**src/dcache_pkg.sv**
```systemverilog
package dcache_pkg;

   // Datapath and address widths
   localparam int dword_width       = 64;
   localparam int page_offset_width = 12;
   localparam int ptag_width        = 28;
   localparam int paddr_width       = ptag_width + page_offset_width;

   // Request opcodes, dword only
   typedef enum logic [0:0]
   {
      e_op_ld = 1'b0,
      e_op_sd = 1'b1
   } dcache_op_e;

   // Memory command opcodes
   typedef enum logic [0:0]
   {
      e_mem_rd = 1'b0,
      e_mem_wr = 1'b1
   } mem_op_e;

   // Fill sequencer
   typedef enum logic [1:0]
   {
      e_idle       = 2'd0,
      e_send_fill  = 2'd1,
      e_wait_fill  = 2'd2,
      e_write_fill = 2'd3
   } engine_state_e;

endpackage

```
**src/dcache_mem_engine.sv**
```systemverilog
module dcache_mem_engine
  #(parameter  sets_p       = 64
   ,localparam idx_width_lp = $clog2(sets_p)
   ,localparam tag_width_lp = dcache_pkg::paddr_width - idx_width_lp - 3
   )
   (input  logic                               clk_i
   ,input  logic                               rst_n_i

   ,input  logic                               miss_v_i
   ,input  logic [dcache_pkg::paddr_width-1:0] miss_addr_i

   ,input  logic                               wt_v_i
   ,input  logic [dcache_pkg::paddr_width-1:0] wt_addr_i
   ,input  logic [dcache_pkg::dword_width-1:0] wt_data_i
   ,output logic                               wt_ready_o

   ,output logic                               busy_o
   ,output logic                               fill_v_o
   ,output logic [idx_width_lp-1:0]            fill_index_o
   ,output logic [tag_width_lp-1:0]            fill_tag_o
   ,output logic [dcache_pkg::dword_width-1:0] fill_data_o

   ,output logic                               mem_cmd_v_o
   ,output dcache_pkg::mem_op_e                mem_cmd_op_o
   ,output logic [dcache_pkg::paddr_width-1:0] mem_cmd_addr_o
   ,output logic [dcache_pkg::dword_width-1:0] mem_cmd_data_o
   ,input  logic                               mem_cmd_ready_i

   ,input  logic                               mem_resp_v_i
   ,input  logic [dcache_pkg::dword_width-1:0] mem_resp_data_i
   ,output logic                               mem_resp_yumi_o
   );

   dcache_pkg::engine_state_e state_r;

   logic [dcache_pkg::paddr_width-1:0] miss_addr_r;
   logic [dcache_pkg::dword_width-1:0] fill_data_r;

   // One-entry write-through buffer
   logic                               wbuf_v_r;
   logic [dcache_pkg::paddr_width-1:0] wbuf_addr_r;
   logic [dcache_pkg::dword_width-1:0] wbuf_data_r;

   assign wt_ready_o = (state_r == dcache_pkg::e_idle) & ~wbuf_v_r;
   assign busy_o     = (state_r != dcache_pkg::e_idle);

   // A pending write always goes out ahead of the fill read
   assign mem_cmd_v_o    = wbuf_v_r | (state_r == dcache_pkg::e_send_fill);
   assign mem_cmd_op_o   = wbuf_v_r ? dcache_pkg::e_mem_wr : dcache_pkg::e_mem_rd;
   assign mem_cmd_addr_o = wbuf_v_r ? wbuf_addr_r : miss_addr_r;
   assign mem_cmd_data_o = wbuf_v_r ? wbuf_data_r : '0;

   assign mem_resp_yumi_o = (state_r == dcache_pkg::e_wait_fill) & mem_resp_v_i;

   assign fill_v_o     = (state_r == dcache_pkg::e_write_fill);
   assign fill_index_o = miss_addr_r[3 +: idx_width_lp];
   assign fill_tag_o   = miss_addr_r[dcache_pkg::paddr_width-1 -: tag_width_lp];
   assign fill_data_o  = fill_data_r;

   always_ff @(posedge clk_i or negedge rst_n_i)
   begin
      if (!rst_n_i)
      begin
         state_r  <= dcache_pkg::e_idle;
         wbuf_v_r <= 1'b0;
      end
      else
      begin
         case (state_r)
            dcache_pkg::e_idle:
               if (miss_v_i)
                  state_r <= dcache_pkg::e_send_fill;
            dcache_pkg::e_send_fill:
               if (~wbuf_v_r & mem_cmd_ready_i)
                  state_r <= dcache_pkg::e_wait_fill;
            dcache_pkg::e_wait_fill:
               if (mem_resp_yumi_o)
                  state_r <= dcache_pkg::e_write_fill;
            dcache_pkg::e_write_fill:
               state_r <= dcache_pkg::e_idle;
         endcase

         if (wt_v_i)
            wbuf_v_r <= 1'b1;
         else if (mem_cmd_ready_i)
            wbuf_v_r <= 1'b0;
      end
   end

   always_ff @(posedge clk_i)
   begin
      if (miss_v_i)
         miss_addr_r <= miss_addr_i;

      if (wt_v_i)
      begin
         wbuf_addr_r <= wt_addr_i;
         wbuf_data_r <= wt_data_i;
      end

      if (mem_resp_yumi_o)
         fill_data_r <= mem_resp_data_i;
   end

endmodule

```
**config.mk**
```make
export PLATFORM = sky130hd
export DESIGN_NAME = dcache_mem_engine
export DESIGN_NICKNAME = d
export VERILOG_FILES = /design/src/dcache_pkg.sv /design/src/dcache_mem_engine.sv
export SDC_FILE = /design/constraint.sdc
export NUM_CORES = 1
export LEC_CHECK = 0
export ABC_CLOCK_PERIOD_IN_PS = 5580
export BUFFER_PORTS_ARGS = -buffer_cell sky130_fd_sc_hd__buf_4
export CAP_MARGIN = 20
export CORE_AREA = 2 2 165 167
export DETAILED_ROUTE_END_ITERATION = 8
export DIE_AREA = 0 0 167 169
export PLACE_DENSITY_LB_ADDON = 0.3
export SLEW_MARGIN = 20
export SYNTH_ARGS = -nofsm -noshare
export SYNTH_HDL_FRONTEND = slang
export SYNTH_SLANG_ARGS = --single-unit
```
**constraint.sdc**
```tcl
create_clock -name clk_i -period 5.58 [get_ports clk_i]
set_input_delay 0.837 -clock clk_i [delete_from_list [all_inputs] [get_ports clk_i]]
set_output_delay 0.837 -clock clk_i [all_outputs]
set_load 0.01 [all_outputs]
```
# [Word level (Yosys, flattened, before mapping)]
# Index checks and enable logic that the tools add are counted.
[word_totals] register_bits=211 wordCells=30 inputBits=214
[op_classes] eq_ne=6 n_reduce_logical=4 n_mux=9 n_bitwise=5
[op_table] cell="$mux 64" count=1
[op_table] cell="$mux 40" count=1
[op_table] cell="$pmux 2 s4" count=1
[op_table] cell="$mux 2" count=3
[op_table] cell="$eq 2x2->1 const B" count=2
[op_table] cell="$ne 2x2->1 const B" count=2
[op_table] cell="$reduce_bool 2->1" count=2
[op_table] cell="$and 1x1->1" count=3
[op_table] cell="$mux 1" count=3
[op_table] cell="$reduce_and 3->1" count=1
[op_table] cell="$eq 2x1->1 const B" count=1
[op_table] cell="$logic_not 2->1" count=1
[op_table] cell="$ne 2x1->1 const B" count=1
[op_table] cell="$not 1->1" count=1
[op_table] cell="$or 1x1->1" count=1

# [Logic depth before layout (Yosys ltp)]
# Gate-level depths: netlist (run 1).
[logic_depth] ltp_word=4 depth_mapped=4 ltp_nobuf=4

# [Least setup slack after synthesis (run 1)]
# No wires, ideal clock.
[synth_timing] path_type="input -> output" from="input port mem_resp_v_i" to="output port mem_resp_yumi_o" arrival_ns=2.405 n_path_buf=0 path_stages=1 setup_slack_ns=2.338 cell_sequence="and2_1"
[synth_via] elab_chain_cells=1
[synth_rtl] item="start, declared" line_no="dcache_mem_engine.sv:29" rtl=",input logic mem_resp_v_i"
[synth_rtl] item="$and 1x1->1" line_no="dcache_mem_engine.sv:53" rtl="assign mem_resp_yumi_o = (state_r == dcache_pkg::e_wait_fill) & mem_resp_v_i;"
[synth_rtl] item="end, declared" line_no="dcache_mem_engine.sv:31" rtl=",output logic mem_resp_yumi_o"
# Every way passes these cells.

# [Worst setup path after layout (run 1)]
[layout_timing] from="register wbuf_v_r" to="output port mem_cmd_addr_o[0] in the netlist's numbering"
[layout_via] elab_chain_cells=1
[layout_rtl] item="start, declared" line_no="dcache_mem_engine.sv:40" rtl="logic wbuf_v_r;"
[layout_rtl] item="start signal, assigned" line_no="dcache_mem_engine.sv:65" rtl="wbuf_v_r <= 1'b0;"
[layout_rtl] item="start signal, assigned" line_no="dcache_mem_engine.sv:84" rtl="wbuf_v_r <= 1'b1;"
[layout_rtl] item="start signal, assigned" line_no="dcache_mem_engine.sv:86" rtl="wbuf_v_r <= 1'b0;"
[layout_rtl] item="$mux 40" line_no="dcache_mem_engine.sv:50" rtl="assign mem_cmd_addr_o = wbuf_v_r ? wbuf_addr_r : miss_addr_r;"
[layout_rtl] item="end, declared" line_no="dcache_mem_engine.sv:25" rtl=",output logic [dcache_pkg::paddr_width-1:0] mem_cmd_addr_o"
# Every way passes these cells.

==> results of run 1 <==
==> cell usage after synthesis (all sizes together) <==
master	number
a21o	1
a222oi	1
and2	65
buf	41
clkbuf	8
dfrtp	3
edfxtp	208
ha	4
inv	6
mux2	41
mux2i	1
nand2b	1
nor2	2
or2	1
==> registers in the layout, indices dropped and copies added, names as in the netlist <==
signal       flops
fill_data_o     64
wbuf_data_r     64
miss_addr_r     40
wbuf_addr_r     40
state_r          2
wbuf_v_r         1
==> cells by family (layout without fill, tap and decap cells) <==
logic type / count (synthesis) / after routing
other: 0 / 2
DFF: 211 / 211
AOI/OAI and AO/OA: 2 / 2
muxes: 42 / 42
buffers and inverters: 55 / 475
adders and majority gates: 4 / 4
and+or+nand+nor: 69 / 69
==> routing by layer <==
metal | global-route usage | share of wire | vias to the layer above
li1 | - | - | 2184
met1 | 0.152 | 0.34 | 2252
met2 | 0.247 | 0.51 | 281
met3 | 0.0620 | 0.12 | 45
met4 | 0.0581 | 0.033 | 0
met5 | 0 | 0 | -
==> critical path: stages, from the launching register on <==
cell	delay, ns
dfrtp_4	0.78
buf_4	0.57
mux2_2	0.40
buf_4	0.15
==> worst paths after layout <==
| check | end | startpoint | depth (start not counted) |
|---|---|---|---|
| max in group asynchronous | wbuf_v_r | rst_n_i | 1 |
| hold reg to reg | state_r[1] | state_r[1] | 1 |
| min in group clk_i | wbuf_addr_r[3] | wt_addr_i[3] | 1 |
| setup / recovery | mem_cmd_addr_o[0] | wbuf_v_r | 3 |
| setup reg to reg | fill_data_o[4] | state_r[0] | 4 |
| hold / removal | state_r[1] | rst_n_i | 1 |
==> metrics by stage <==
step	total power, W	instance area [um2]
after global placement	0.00275	10900
after global routing	0.00449	11800
after floorplan	0.00232	7640
after detailed placement	0.00276	10900
after CTS	0.00437	11700
final	0.00430	11800
==> cell type report <==
type	count	area, um2	share of cell area
Sequential cell	211	6320	0.538
Timing Repair Buffer	427	3210	0.273
Multi-Input combinational cell	117	967	0.0823
Clock buffer	26	608	0.0517
Tap cell	341	427	0.0363
Clock inverter	16	194	0.0165
Inverter	6	22.5	0.00192
Antenna cell	2	5.00	0.000426
==> power by group through the flow <==
stage,Combinational [W],Sequential [W],Clock [W]
floorplan,0.000248,0.00207,0
global placement,0.000710,0.00204,0
detailed placement,0.000716,0.00205,0
CTS,0.000718,0.00202,0.00163
global route,0.000758,0.00204,0.00170
finish,0.000700,0.00202,0.00158
==> flow_metrics.py, run 1 <==
metrics = {
    "placement": {
        "port_buffers": 424,
        "gp_congestion": 0.776,
        "dp_hpwl_um": 15700,
        "dp_cells": 1102,
        "place_ws_ns": 2.72,
    },
    "global_route": {
        "grt_pass1_wl_um": 30300,
        "grt_pass1_vias": 5000,
        "grt-ovfl-total": 0,
        "grt_usage": 0.142,
        "antenna_found_initial": 2,
        "grt_max_degree": 66,
    },
    "timing": {
        "slew_viol_final": 0,
        "setup_viol": 0,
        "period_share": 0.595,
        "hold_slack_ns": 0.103,
        "slew_headroom": 0.477,
        "clock_skew_ns": 0.00278,
        "fmax_mhz": 301,
        "tns_ns": 0,
        "grt_setup_unrepaired": "no",
        "worst_slack_ns": 2.26,
        "worstMarginPinSlew_ns": 0.784,
        "finalCriticalPeriod_ns": 3.32,
        "finalHoldViolCount": 0,
    },
    "power": {
        "peakVddDrop_mv": 0.214,
        "power.density_nw_per_um2": 366,
        "pwr-share-seq": 0.469,
        "power.switching_w": 0.000996,
        "clockPowerShare": 0.368,
        "netSwitchingFraction": 0.232,
        "cellLeakagePower_nw": 4.91,
        "internal-power_w": 0.00330,
        "combPwrFrac": 0.163,
    },
    "yosys": {
        "yosys.area.top_type": "edfxtp_1",
        "syn_area_um2": 7640,
        "synth_nets": 601,
        "synth-compound-area-share": 0.00229,
        "synth-simple-area-share": 0.0558,
        "synthXorXnorAreaFrac": 0,
        "synth_cell_type_count": 17,
        "syn_inst": 383,
        "synth_top_area_frac": 0.817,
        "synth_fa_ha_area_frac": 0.00655,
        "muxShareOfSynthArea": 0.0617,
        "synth_top_family_by_area": "multiplexers",
        "yosysSeqAreaShare": 0.827,
        "synthTopCellsByArea": "edfxtp_1 (82%), mux2_2 (5.9%), and2_1 (5.3%), buf_4 (3.6%), dfrtp_1 (0.98%)",
        "synth.ff_latch_count": 211,
        "yosysWarnings": 0,
        "avgSynthCellArea_um2": 20.0,
    },
    "detailed_routing": {
        "routedWlPerCell_um": 18.3,
        "drt-total-wl_um": 21000,
        "drc": 0,
        "vias": 4762,
        "drt_iter0_drc": 223,
        "firstDrtPassIters": 4,
        "viasPerCell": 4.16,
        "ant_nets": 0,
    },
    "die": {
        "fp-row-count": 60,
        "die_w_um": 167,
        "start_util": 0.288,
        "core-area_um2": 26500,
        "pin_count": 425,
        "fp.dieH_um": 169,
        "dieArea_um2": 28200,
    },
    "cts": {
        "post_cts_buffers": 0,
        "cts_resized": 0,
        "root_buffer": "clkbuf_16",
        "clk_path_buf_depth": 3,
        "clock_latency_ns": 0.51,
        "clk_pin_slew_worst_paths_ns": 0.06,
        "ctsHoldBuffers": 0,
        "cts.htree.levels": 1,
        "cts_tree": "built",
        "cts_buffers": 24,
        "cts_num_sinks": 211,
    },
    "outcome": {
        "outcome": "finished, final reports clean",
    },
    "finish": {
        "utilization": 0.444,
        "drive_above_1_share": 0.631,
        "fin_nets": 1005,
        "layout_common_cells": "buf_4 (427), edfxtp_1 (208), and2_1 (64), mux2_2 (40), clkbuf_16 (24)",
        "stdcell_count": 1146,
        "final_common_cell": "buf_4",
        "synthToLayoutAreaGrowth_pct": 53.8,
        "fillCellCount": 2405,
    },
    "flow_run": {
        "max-cap-violations": 0,
    },
    "setup_path": {
        "end_kind": "output pin",
        "arrival_ns": 2.48,
        "worstSetupPathType": "reg2out",
        "cp-start-kind": "flop",
        "worstPathMaxFanout": 58,
        "critical_path_required_ns": 4.74,
        "rrSetupSlack_ns": 3.64,
    },
    "min_path": {
        "min_path_type": "in2async",
    },
}
No activity file was read; power rests on OpenSTA's default activity.
==> run 2: changes to the inputs <==
- ABC_CLOCK_PERIOD_IN_PS: 5580 -> 2900
- clock period: 5.58 -> 2.9 ns (I/O delays scaled with it)
==> flow_metrics.py, run 2 (synthesis results as in run 1) <==
metrics = {
    "outcome": {
        "outcome": "finished, final reports clean",
    },
    "setup_path": {
        "crit_chain": "buf_12, mux2_2, buf_4",
        "critical_path_required_ns": 2.47,
        "worst_path_max_delay_cell": "dfrtp_4",
        "worstPathMaxFanout": 47,
        "cp-start-kind": "flop",
        "cp_slowest_stage_delay_ns": 0.73,
        "end_kind": "output pin",
        "worstSetupPathType": "reg2out",
        "arrival_ns": 2.06,
    },
    "cts": {
        "cts.htree.levels": 1,
        "clk_pin_slew_worst_paths_ns": 0.06,
        "post_cts_buffers": 0,
        "clock_latency_ns": 0.52,
        "cts_tree": "built",
        "root_buffer": "clkbuf_16",
        "clk_path_buf_depth": 3,
        "cts_buffers": 24,
        "cts_num_sinks": 211,
    },
    "placement": {
        "gp_congestion": 0.783,
        "dp_hpwl_um": 16200,
        "placed_cell_area_um2": 11000,
        "place_ws_ns": 0.867,
        "port_buffers": 424,
    },
    "timing": {
        "grt_setup_unrepaired": "no",
        "slew_viol_final": 0,
        "worstMarginPinSlew_ns": 0.609,
        "finalCriticalPeriod_ns": 2.50,
        "tns_ns": 0,
        "fmax_mhz": 400,
        "setup_viol": 0,
        "clock_skew_ns": 0.0165,
        "worst_slack_ns": 0.401,
        "slew_headroom": 0.594,
        "period_share": 0.862,
        "finalHoldViolCount": 0,
    },
    "detailed_routing": {
        "routedWlPerCell_um": 18.6,
        "viasPerCell": 4.14,
        "drt-total-wl_um": 21400,
        "vias": 4761,
        "drc": 0,
        "drt_iter0_drc": 251,
        "ant_nets": 0,
        "firstDrtPassIters": 5,
    },
    "finish": {
        "multi_input_comb_area_um2": 967,
        "layout_common_cells": "buf_4 (429), edfxtp_1 (208), and2_1 (64), mux2_2 (40), clkbuf_16 (24)",
        "synthToLayoutAreaGrowth_pct": 54.2,
        "final_common_cell": "buf_4",
        "fillCellCount": 2419,
        "seq_area_um2": 6320,
        "stdcell_area_um2": 11800,
        "fin_nets": 1011,
        "drive_above_1_share": 0.631,
        "antenna_cells": 0,
    },
    "power": {
        "peakVddDrop_mv": 0.521,
        "power.density_nw_per_um2": 690,
        "netSwitchingFraction": 0.238,
        "internal-power_w": 0.00619,
        "pwr-share-seq": 0.477,
        "combPwrFrac": 0.169,
        "power.switching_w": 0.00194,
        "clockPowerShare": 0.354,
        "cellLeakagePower_nw": 4.94,
    },
    "die": {
        "start_util": 0.288,
        "pin_count": 425,
        "dieArea_um2": 28200,
        "fp.dieH_um": 169,
        "core-area_um2": 26500,
        "die_w_um": 167,
        "fp-row-count": 60,
    },
    "flow_run": {
        "max-cap-violations": 0,
    },
    "global_route": {
        "grt_usage": 0.142,
        "antenna_found_initial": 0,
        "grt-ovfl-total": 0,
        "grt_pass1_wl_um": 30500,
        "grt_max_degree": 48,
        "grt_pass1_vias": 5008,
    },
    "min_path": {
        "min_path_type": "in2reg",
    },
}
==> run 2: cell types whose count changed in the layout (fill, tap and decap cells not counted), sizes merged, moves of 2 or more <==
cell	delta
clkinv	+3
bufinv	-2
buf	+5
diode	-2
==> run 2: power by group through the flow <==
stage	combinational (W)	sequential, W	clock (W)
after global routing	0.00148	0.00391	0.00309
after CTS	0.00140	0.00388	0.00298
after detailed placement	0.00139	0.00394	0
after floorplan	0.000477	0.00398	0
after global placement	0.00139	0.00393	0
final	0.00138	0.00388	0.00288
==> run 2: final timing paths <==
| kind | cells after the start | startpoint | slack (ns) | end |
|---|---|---|---|---|
| hold / removal | 1 | wt_data_i[30] | 0.08 | wbuf_data_r[30] |
| setup reg to reg | 4 | wbuf_v_r | 0.88 | state_r[1] |
| max in group asynchronous | 2 | rst_n_i | 2.50 | wbuf_v_r |
| setup / recovery | 3 | wbuf_v_r | 0.40 | mem_cmd_addr_o[33] |
| min in group asynchronous | 2 | rst_n_i | 0.28 | state_r[0] |
| hold reg to reg | 1 | state_r[1] | 0.57 | state_r[1] |
==> run 2: cell type report <==
type,count,share of cell area
sequential,211,0.537
timing repair buffer,433,0.279
multi-input combinational,117,0.0821
clock buffer,26,0.0516
tap,341,0.0362
clock inverter,17,0.0124
inverter,6,0.00191
==> run 2: stage by stage <==
stage | power (W) | utilization | instances | hold slack, ns
2_1_floorplan | 0.00446 | - | 383 | 0.139
3_3_place_gp | 0.00532 | 0.416 | 1107 | 0.231
3_5_place_dp | 0.00533 | 0.416 | 1107 | 0.233
4_1_cts | 0.00827 | 0.445 | 1151 | 0.0550
5_1_grt | 0.00848 | 0.445 | 1151 | 0.0500
6_report | 0.00813 | 0.445 | 1151 | 0.0828
==> run 2: timing repair <==
action                    4_1_cts  5_1_grt
hold endpoints to repair        3        0
hold buffers                    1        0
gates resized for setup         0        0
==> run 2: worst max-delay path, delay by kind of cell (launching register included) <==
family                 cells  cell delay [ns]
flip-flops                 1             0.73
buffers and inverters      2             0.42
multiplexers               1             0.37
==> run 2: routing by layer <==
layer | global-route usage | up-vias | wire length (um)
met5 | 0 | - | 0
met4 | 0.0386 | 0 | 418
met3 | 0.0608 | 31 | 2480
met2 | 0.254 | 277 | 11200
met1 | 0.155 | 2252 | 7290
li1 | - | 2201 | -
