$ cat src/dcache_pkg.sv
package dcache_pkg;

   // Datapath and address widths
   localparam int dword_width       = 64;
   localparam int page_offset_width = 12;
   localparam int ptag_width        = 28;
   localparam int paddr_width       = ptag_width + page_offset_width;

   // Request opcodes, dword only
   typedef enum logic [0:0]
   {
      e_op_ld = 1'b0,
      e_op_sd = 1'b1
   } dcache_op_e;

   // Memory command opcodes
   typedef enum logic [0:0]
   {
      e_mem_rd = 1'b0,
      e_mem_wr = 1'b1
   } mem_op_e;

   // Fill sequencer
   typedef enum logic [1:0]
   {
      e_idle       = 2'd0,
      e_send_fill  = 2'd1,
      e_wait_fill  = 2'd2,
      e_write_fill = 2'd3
   } engine_state_e;

endpackage

$ cat src/dcache_replay_fifo.sv
module dcache_replay_fifo
  #(parameter els_p = 8
   )
   (input  logic                                     clk_i
   ,input  logic                                     rst_n_i

   ,input  logic                                     v_i
   ,input  dcache_pkg::dcache_op_e                   op_i
   ,input  logic [dcache_pkg::page_offset_width-1:0] offset_i
   ,input  logic [dcache_pkg::dword_width-1:0]       data_i
   ,input  logic [dcache_pkg::ptag_width-1:0]        ptag_i
   ,output logic                                     ready_o

   ,output logic                                     issue_v_o
   ,output dcache_pkg::dcache_op_e                   issue_op_o
   ,output logic [dcache_pkg::page_offset_width-1:0] issue_offset_o
   ,output logic [dcache_pkg::dword_width-1:0]       issue_data_o
   ,output logic [dcache_pkg::ptag_width-1:0]        issue_ptag_o
   ,input  logic                                     issue_yumi_i

   ,input  logic                                     commit_i
   ,input  logic                                     rollback_i
   );

   localparam int ptr_width_lp = (els_p > 1) ? $clog2(els_p) : 1;
   localparam int cnt_width_lp = $clog2(els_p + 1);
   localparam logic [ptr_width_lp-1:0] last_ptr_lp = ptr_width_lp'(els_p - 1);

   dcache_pkg::dcache_op_e                   op_mem     [els_p];
   logic [dcache_pkg::page_offset_width-1:0] offset_mem [els_p];
   logic [dcache_pkg::dword_width-1:0]       data_mem   [els_p];
   logic [dcache_pkg::ptag_width-1:0]        ptag_mem   [els_p];

   // Write, read (next to issue) and free (oldest uncommitted) pointers
   logic [ptr_width_lp-1:0] wptr_r;
   logic [ptr_width_lp-1:0] rptr_r;
   logic [ptr_width_lp-1:0] fptr_r;
   logic [cnt_width_lp-1:0] count_r;
   logic                    full;
   logic                    wr_en;

   function automatic logic [ptr_width_lp-1:0] next_ptr(input logic [ptr_width_lp-1:0] ptr);
      return (ptr == last_ptr_lp) ? '0 : ptr + 1'b1;
   endfunction

   assign full    = (count_r == cnt_width_lp'(els_p));
   assign ready_o = ~full;
   assign wr_en   = v_i & ready_o;

   // Full with read at free means nothing issued yet
   assign issue_v_o = (rptr_r != wptr_r) | (full & (rptr_r == fptr_r));

   assign issue_op_o     = op_mem[rptr_r];
   assign issue_offset_o = offset_mem[rptr_r];
   assign issue_data_o   = data_mem[rptr_r];
   assign issue_ptag_o   = ptag_mem[rptr_r];

   always_ff @(posedge clk_i)
   begin
      if (wr_en)
      begin
         op_mem[wptr_r]     <= op_i;
         offset_mem[wptr_r] <= offset_i;
         data_mem[wptr_r]   <= data_i;
         ptag_mem[wptr_r]   <= ptag_i;
      end
   end

   always_ff @(posedge clk_i or negedge rst_n_i)
   begin
      if (!rst_n_i)
      begin
         wptr_r  <= '0;
         rptr_r  <= '0;
         fptr_r  <= '0;
         count_r <= '0;
      end
      else
      begin
         if (wr_en)
            wptr_r <= next_ptr(wptr_r);

         // Result valid retires the oldest entry
         if (commit_i)
            fptr_r <= next_ptr(fptr_r);

         // Rewind wins over a same-cycle issue
         if (rollback_i)
            rptr_r <= fptr_r;
         else if (issue_yumi_i)
            rptr_r <= next_ptr(rptr_r);

         count_r <= count_r + cnt_width_lp'(wr_en) - cnt_width_lp'(commit_i);
      end
   end

endmodule

$ cat config.mk
export PLATFORM = sky130hd
export DESIGN_NAME = dcache_replay_fifo
export DESIGN_NICKNAME = d
export VERILOG_FILES = /design/src/dcache_pkg.sv /design/src/dcache_replay_fifo.sv
export SDC_FILE = /design/constraint.sdc
export NUM_CORES = 1
export LEC_CHECK = 0
export BUFFER_PORTS_ARGS = -buffer_cell sky130_fd_sc_hd__buf_4
export CAP_MARGIN = 20
export CORE_UTILIZATION = 60
export DETAILED_ROUTE_END_ITERATION = 10
export PLACE_DENSITY = 0.79
export SKIP_CTS_REPAIR_TIMING = 1
export SLEW_MARGIN = 20
export SYNTH_ARGS = -nofsm -noshare
export SYNTH_HDL_FRONTEND = slang
export SYNTH_SLANG_ARGS = --single-unit
$ cat constraint.sdc
create_clock -name clk_i -period 16.3 [get_ports clk_i]
set_clock_uncertainty 0.1 [all_clocks]
set_input_delay 1.63 -clock clk_i [delete_from_list [all_inputs] [get_ports clk_i]]
set_output_delay 1.63 -clock clk_i [all_outputs]
set_load 0.01 [all_outputs]
* Word-level counts from Yosys, hierarchy flattened
Memories as Yosys holds them, arrays and structs flattened.
Cells that the tools add are included.
** Operators by class
- Add/subtract/negate cells :: 5
- Bitwise logic cells :: 4
- Reduce and logical (&&, ||, !) cells :: 1
- Multiplexer cells :: 7
- Equal/unequal tests :: 6
** Operator list (count)
- 2-to-1 mux 3 bit :: 5
- adder 3 x 1 -> 3 bit (second input constant) :: 3
- == test 3 bit (second input constant) :: 3
- adder 4 x 1 -> 4 bit :: 1
- == test 4 bit (second input constant) :: 1
- subtractor 4 x 1 -> 4 bit :: 1
- == test 3 bit :: 1
- inequality test 3 bit :: 1
- bitwise AND 1 bit :: 2
- 2-to-1 mux 1 bit :: 2
- nonzero test 2 bit :: 1
- NOT 1 bit :: 1
- OR 1 bit :: 1
** Word-level totals
- Register bits :: 13
- Memory bits (writable) :: 840
- Memories :: 4
** Memory list
- data_mem :: words 8, width 64, read ports 1, clocked after Yosys merged registers in 0, wr ports 1, RTL line dcache_replay_fifo.sv:31 : logic [dcache_pkg::dword_width-1:0] data_mem [els_p];
- ptag_mem :: words 8, width 28, read ports 1, clocked after Yosys merged registers in 0, wr ports 1, RTL line dcache_replay_fifo.sv:32 : logic [dcache_pkg::ptag_width-1:0] ptag_mem [els_p];
- offset_mem :: words 8, width 12, read ports 1, clocked after Yosys merged registers in 0, wr ports 1, RTL line dcache_replay_fifo.sv:30 : logic [dcache_pkg::page_offset_width-1:0] offset_mem [els_p];
- op_mem :: words 8, width 1, read ports 1, clocked after Yosys merged registers in 0, wr ports 1, RTL line dcache_replay_fifo.sv:29 : dcache_pkg::dcache_op_e op_mem [els_p];

* Logic depth before layout (Yosys ltp)
Gate-level depths: netlist of the first run.
- Depth in word-level cells :: 5
- Gate-level depth with buffers :: 11

* Least setup slack after synthesis of the first run
Ideal clock, no wire load.
- Path type :: in2reg
- Start point :: input v_i
- End point :: memory data_mem[0][0] (netlist name) (enable)
- Buffers on the path :: 0
- Data arrival time :: 11.709 ns
- Cell stages on the path :: 2
- Setup time :: 0.826 ns
- Slack :: 3.665 ns
- Path through :: nand2_1 -> nor4_1
** Between the ends
- Longest elaborated chain between the ends :: 3
** RTL lines
- from (decl) :: RTL line dcache_replay_fifo.sv:7 : ,input logic v_i
- bitwise AND 1 bit :: RTL line dcache_replay_fifo.sv:48 : assign wr_en = v_i & ready_o;
- 2-to-1 mux 1 bit :: RTL line dcache_replay_fifo.sv:60 : if (wr_en)
- 2-to-1 mux 1 bit (implied by the code) :: RTL line dcache_replay_fifo.sv:64 : data_mem[wptr_r] <= data_i;
- to (decl) :: RTL line dcache_replay_fifo.sv:31
No other way between the ends.

* Final worst setup path of the first run
- Start point :: register rptr_r[0]
- End point :: output issue_offset_o[4] (netlist name)
** Between the ends
- Longest elaborated chain between the ends :: 1
** RTL lines
- from (decl) :: RTL line dcache_replay_fifo.sv:36 : logic [ptr_width_lp-1:0] rptr_r;
- from (signal assigned) :: RTL line dcache_replay_fifo.sv:89 : rptr_r <= fptr_r;
- from (signal assigned) :: RTL line dcache_replay_fifo.sv:91 : rptr_r <= next_ptr(rptr_r);
- memory read (8 x 12 bit)
- to (decl) :: RTL line dcache_replay_fifo.sv:16 : ,output logic [dcache_pkg::page_offset_width-1:0] issue_offset_o
No other way between the ends.

==> summary.md, run 1 <==
| Metric | Value |
|---|---|
| CP max FO | `51` |
| Max-slew violations | `0` |
| Rows | `85` |
| Layout cell share with drive strength beyond 1 | `42.4%` |
| Count of different cell masters after synthesis | `32` |
| Dpl hpwl | `~31000 um` |
| DRC viols | `0` |
| Setup crit end kind | `output pin` |
| Min-Delay Path Class | `reg -> reg` |
| Final nets | `1681` |
| Ys flop type | `edfxtp_1` |
| Synth Instances | `~1300` |
| Avg Synthesized Cell Area | `25.2 um^2` |
| Most common cell after layout, fill and taps aside | `edfxtp_1` |
| Top cells by area, synth | `edfxtp_1, mux4_2, mux2_4` |
| CTS sink count | `853` |
| Placer congestion estimate | `between 0.7 and 0.8` |
| Post-synthesis net count | `about 1400` |
| Fmax | `163 MHz` |
| DIE AREA | `0.0552 mm^2` |
| Net switching power | `between 0.0015 and 0.002 W` |
| Clk_lat worst skew | `610 ps` |
| Number of vias per cell | `6.17` |
| Maxcap violations | `0` |
| Drt pass-1 iters | `5` |
| Reg2reg start | `count_r[2]` |
| GRT overflow | `0` |
| CTS clk-pin slew, worst paths | `60 ps` |
| Initial antenna violation count | `4` |
| GRT Total Usage | `22.9%` |
| Largest net degree at the start of global routing | `106` |
| Root Driver | `clkbuf_16` |
| Layout area overhead | `15.6%` |
| IO Pins | `218` |
| Global-route wire length before repair | `92800 um` |
| Setup TNS | `0 ps` |
| Final Cycle Share | `37.7%` |
| Post-route ant nets | `0` |
| Number of synthesis warnings | `0` |
| Post-synth ARST share | `~1.5%` |
| Number of global-route vias before repair | `~15000` |
| Seq/Total Area, Yosys | `78.4%` |
| Routed length per placed instance | `between 20 and 30 um` |
| Commonest non-fill, non-tap cells in the layout | `edfxtp_1, buf_4, mux4_2` |
| First DRT Iteration DRCs | `1164` |
| Startpoint Class | `flip-flop` |
| Final setup vio count | `0` |
| Rel. slew slack | `approximately 29%` |
| Core Region | `0.0537 mm^2` |
| Initial core utilization | `60.7%` |
| Die W | `235 um` |
| Power per Cell Area | `between 150 and 200 mW/mm^2` |
| Via count | `14300` |
| Post-synth top area share | `77.4%` |
| Clock power frac | `between 20% and 30%` |
| CTS buffer count | `83` |
| Sequential power share | `42.7%` |
| Cell taking the most area after synthesis | `edfxtp_1` |
| Final Core Density | `70.1%` |
| HP Start | `count_r[0]` |
| EDFF count, synth | `between 800 and 900` |
| Critical Path AT | `4410 ps` |
| PortBufs | `217` |
| Pleak | `12.4 nW` |
| Final min period | `6140 ps` |
| Netlist Area Pre-Place | `approximately 0.033 mm^2` |
| Longest Clk Path Bufs | `3` |
| Worst slew pin tran | `1070 ps` |
| WL final | `about 60000 um` |
| Outcome | `finished, final reports clean` |
| Die Y | `235 um` |
| Critical path class | `reg -> out` |
| Final Hold Fails | `0` |
| Switching share of power | `27.7%` |
| H-tree Lvls | `3` |
| Crit path launch | `rptr_r[0]` |
| Worst path required time | `14570 ps` |
| Logic pwr share | `roughly 29%` |
| Pint | `~0.0050 W` |
| CTS tree | `built` |
| Peak supply drop | `168 uV` |
| Yosys reg bits | `between 800 and 900` |
| RSZ-0062 raised after global routing | `no` |
## kinds of logic (layout without fill, tap and decap cells)
logic type | after synthesis | after routing | share of synthesized area, %
multiplexers | 324 | 324 | 19.0
other | 0 | 2 | 0
AND/OR/NAND/NOR | 25 | 25 | 0.384
XOR/XNOR | 6 | 6 | 0.161
flip-flops | 853 | 853 | 78.4
AO/OA/AOI/OAI | 6 | 6 | 0.111
buffers and inverters | 68 | 399 | 1.45
adder cells (fa/ha/maj) | 12 | 12 | 0.484
## registers in the layout, indices dropped and copies added, names as in the netlist
name,cells
wptr_r,3
offset_mem,96
ptag_mem,224
count_r,4
rptr_r,3
op_mem,8
data_mem,512
fptr_r,3
## critical path: stages, from the launching register on
cell and delay (ps):
dfrtp_4 1060, buf_4 720, buf_4 870, mux4_2 620, mux2_2 290, buf_4 140
## power groups by stage
stage / Sequential, W / Combinational (W) / Clock [W]
after floorplan: 0.00293 / 0.00141 / 0
after global placement: 0.00295 / 0.00200 / 0
after detailed placement: 0.00298 / 0.00203 / 0
after CTS: 0.00293 / 0.00204 / 0.00196
after global routing: 0.00296 / 0.00213 / 0.00204
final: 0.00293 / 0.00201 / 0.00193
## metrics by stage
stage	std cells	instance area [um^2]	hold slack (ps)	total power (W)	worst slack, ps
after floorplan	1294	32600	380	0.00434	3660
after global placement	2169	34900	392	0.00495	10670
after detailed placement	2169	34900	407	0.00500	10640
after CTS	2321	37600	420	0.00693	9950
after global routing	2323	37700	438	0.00712	9750
final	2323	37700	418	0.00687	10160
## worst paths after layout
check	to	slack [ps]	cells after the start
worst max register to register	data_mem[2][57]	12380	8
min in group asynchronous	fptr_r[0]	760	1
worst max-delay path	issue_offset_o[4]	10160	5
worst min register to register	count_r[0]	420	1
worst min-delay path	count_r[0]	420	1
max in group asynchronous	rptr_r[0]	15150	1
## cells in the mapped netlist (4+ instances only)
cell,n
edfxtp_1,840
nor2_1,6
mux2_4,48
mux2_2,63
mux4_2,210
xnor2_1,4
clkbuf_1,9
inv_1,7
buf_2,19
nor3_1,5
buf_1,13
nand2_1,6
dfrtp_1,13
ha_1,11
buf_6,9
buf_8,8
## final cells by class
cell class / instances / area, um^2
multi-input cells: 373 / 6610
flip-flops and latches: 853 / 25600
clock inverters: 46 / 509
fillers: 3048 / 16000
clock buffers: 106 / 2260
repair buffers: 240 / 1820
inverters: 7 / 26.3
diodes: 2 / 5.00
well taps: 696 / 871
## layer usage
| metal | wire length [um] | vias up | global-route usage [%] |
|---|---|---|---|
| met1 | 24900 | 7651 | 31.1 |
| met3 | 3890 | 102 | 4.57 |
| met4 | 1390 | 4 | 7.50 |
| met2 | 31600 | 495 | 37.7 |
| met5 | 31 | - | 0 |
| li1 | - | 6072 | - |
Note: power is estimated with default switching activity, not from simulation.
==> run 2, diff against run 1 <==
- clock period: 16.3 -> 5.8 ns (I/O delays scaled with it)
==> run 2 against run 1 <==
Effect of this change: wire length is 0.31% lower; register-to-register slack got worse by 9700 ps; largest cell class unchanged; combinational power rose to 2.8 times the previous value; die area did not move; highest routed layer unchanged; sequential cell count unchanged; sequential power rose to 2.8 times the previous value; power grew to 2.8 times the previous value; cell count increased by 0.22%.
==> summary.md, run 2 (synthesized netlist as in run 1, its figures left out) <==
| Metric | Value |
|---|---|
| CTS sink count | `853 (unchanged)` |
| Worst-path cell chain | `buf_4 -> mux4_2 -> mux2_4 -> buf_4` |
| Multi-input gate area | `0.00663 mm^2 (+0.23%)` |
| Storage element area | `0.0256 mm^2 (unchanged)` |
| Worst path required time | `5120 ps (-9450 ps)` |
| CTS buffer count | `84 (+1.2%)` |
| Dpl hpwl | `31800 um (+1.3%)` |
| RSZ-0062 raised after global routing | `no` |
| Number of global-route vias before repair | `15200 (+0.44%)` |
| Critical Path AT | `3310 ps (-1100 ps)` |
| Switching share of power | `27.8% (+0.15 points)` |
| Startpoint Class | `flip-flop` |
| Max-slew violations | `0 (unchanged)` |
| First DRT Iteration DRCs | `1095 (-5.9%)` |
| Net switching power | `0.00529 W (+180%)` |
| Largest registers | `data_mem: 512 flops, ptag_mem: 224 flops, offset_mem: 96 flops` |
| Reg with most FFs | `data_mem` |
| Outcome | `finished, final reports clean` |
| CTS clk-pin slew, worst paths | `60 ps (about the same)` |
| GRT overflow | `0 (unchanged)` |
| Min-Delay Path Class | `in -> reg` |
| Clock power frac | `27.0% (-1.1 points)` |
| IO Pins | `218 (unchanged)` |
| Power per Cell Area | `506 mW/mm^2 (+180%)` |
| Rel. slew slack | `32.2% (+3.6 points)` |
| Drt pass-1 iters | `5 (unchanged)` |
| Clk_lat worst skew | `630 ps (+20 ps)` |
| Pleak | `12.4 nW (-0.34%)` |
| Max reg flops | `512 (unchanged)` |
| CTS tree | `built` |
| Pint | `0.0137 W (+180%)` |
| Number of vias per cell | `6.08 (-1.3%)` |
| Sequential power share | `43.5% (+0.8 points)` |
| Final min period | `3990 ps` |
| Peak supply drop | `441 uV (+160%)` |
| Die W | `235 um (unchanged)` |
| Largest net degree at the start of global routing | `113 (+6.6%)` |
| Worst Path Buf+Inv | `2 (-1)` |
| Longest Clk Path Bufs | `3 (unchanged)` |
| Initial antenna violation count | `7 (+3)` |
| DRC viols | `0 (unchanged)` |
| Post-route ant nets | `0 (unchanged)` |
| Fmax | `251 MHz` |
| Worst slew pin tran | `1020 ps (-53.5 ps)` |
| PortBufs | `217 (unchanged)` |
| Via count | `14200 (-1.1%)` |
| Root Driver | `clkbuf_16` |
| Largest stage delay, worst path | `1060 ps (about the same)` |
| Logic pwr share | `29.5% (+0.3 points)` |
| Crit path max-delay cell type | `dfrtp_4` |
| Layout area overhead | `15.4%` |
| Global-route wire length before repair | `93300 um (+0.52%)` |
| Die Y | `235 um (unchanged)` |
| Final nets | `1686 (+0.30%)` |
| Setup TNS | `0 ps (unchanged)` |
| Final Hold Fails | `0 (unchanged)` |
| Critical path class | `reg -> out` |
| Initial core utilization | `60.7% (unchanged)` |
| CP max FO | `49 (-3.9%)` |
| CP dominant cell by count | `buf_4` |
| Rows | `85 (unchanged)` |
| H-tree Lvls | `3 (unchanged)` |
| Maxcap violations | `0 (unchanged)` |
| Most common cell after layout, fill and taps aside | `edfxtp_1` |
| Hold Slack | `85.4 ps (-333 ps)` |
| Placer congestion estimate | `0.713 (-0.83%)` |
| Fill count | `3078 (+0.98%)` |
| WL final | `61600 um (-0.31%)` |
| GRT Total Usage | `23.0% (+0.11 points)` |
| Layout cell share with drive strength beyond 1 | `42.2% (-0.20 points)` |
| Final Cycle Share | `68.7%` |
| Final setup vio count | `0 (unchanged)` |
| Core Region | `0.0537 mm^2 (unchanged)` |
| Commonest non-fill, non-tap cells in the layout | `edfxtp_1, buf_4, mux4_2` |
| Delay-heaviest family, CP | `flip-flops` |
| Routed length per placed instance | `26.4 um (-0.52%)` |
| DIE AREA | `0.0552 mm^2 (unchanged)` |
| Setup crit end kind | `output pin` |
[run 2: cell count changes in the layout (fill, tap and decap cells not counted), moves of 2 or more]
cell | previous run | this run
buf_12 | 1 | 6
bufinv_16 | 10 | 5
clkbuf_1 | 18 | 25
clkinv_1 | 17 | 14
diode_2 | 2 | 4
inv_6 | 0 | 5
[run 2: power by group through the flow]
stage                     logic [W]  registers (W)  clock network (W)
after global routing        0.00596        0.00835            0.00546
after detailed placement    0.00570        0.00839                  0
final                       0.00562        0.00826            0.00513
after floorplan             0.00396        0.00817                  0
after global placement      0.00561        0.00833                  0
after CTS                   0.00573        0.00827            0.00524
[run 2: final timing paths]
| path | start | end | slack (ps) | cells past startpoint |
|---|---|---|---|---|
| setup / recovery | rptr_r[0] | issue_data_o[3] | 1810 | 4 |
| hold / removal | data_i[63] | data_mem[4][63] | 90 | 1 |
| setup reg to reg | count_r[2] | data_mem[7][42] | 2690 | 8 |
| hold reg to reg | count_r[0] | count_r[0] | 420 | 1 |
| max in group asynchronous | rst_n_i | rptr_r[1] | 5130 | 2 |
| min in group asynchronous | rst_n_i | count_r[1] | 270 | 2 |
[run 2: per-stage QoR]
stage	cells	util [%]	setup WS, ps	cell area, um^2	power [W]
floorplan	1294	-	-3190	32600	0.0121
global placement	2172	65.1	2360	35000	0.0139
detailed placement	2172	65.1	2350	35000	0.0141
CTS	2323	70.0	1660	37600	0.0192
global route	2328	70.0	1560	37600	0.0198
finish	2328	70.0	1810	37600	0.0190
[run 2: final cells by class]
| cell class | count | share of cell area, % |
|---|---|---|
| Clock buffer | 111 | 5.97 |
| Clock inverter | 40 | 0.932 |
| Tap cell | 696 | 2.32 |
| Timing Repair Buffer | 244 | 5.08 |
| Sequential cell | 853 | 68.0 |
| Inverter | 7 | 0.0699 |
| Multi-Input combinational cell | 373 | 17.6 |
| Antenna cell | 4 | 0.0266 |
[run 2: metal layers]
layer	vias up	GRT usage (%)	routed length (um)	part of all wire (%)
met2	441	37.7	31400	51
met3	82	4.75	4060	6.6
li1	6093	-	-	-
met5	-	0	41	0.067
met1	7540	31.2	24800	40
met4	6	7.83	1230	2.0
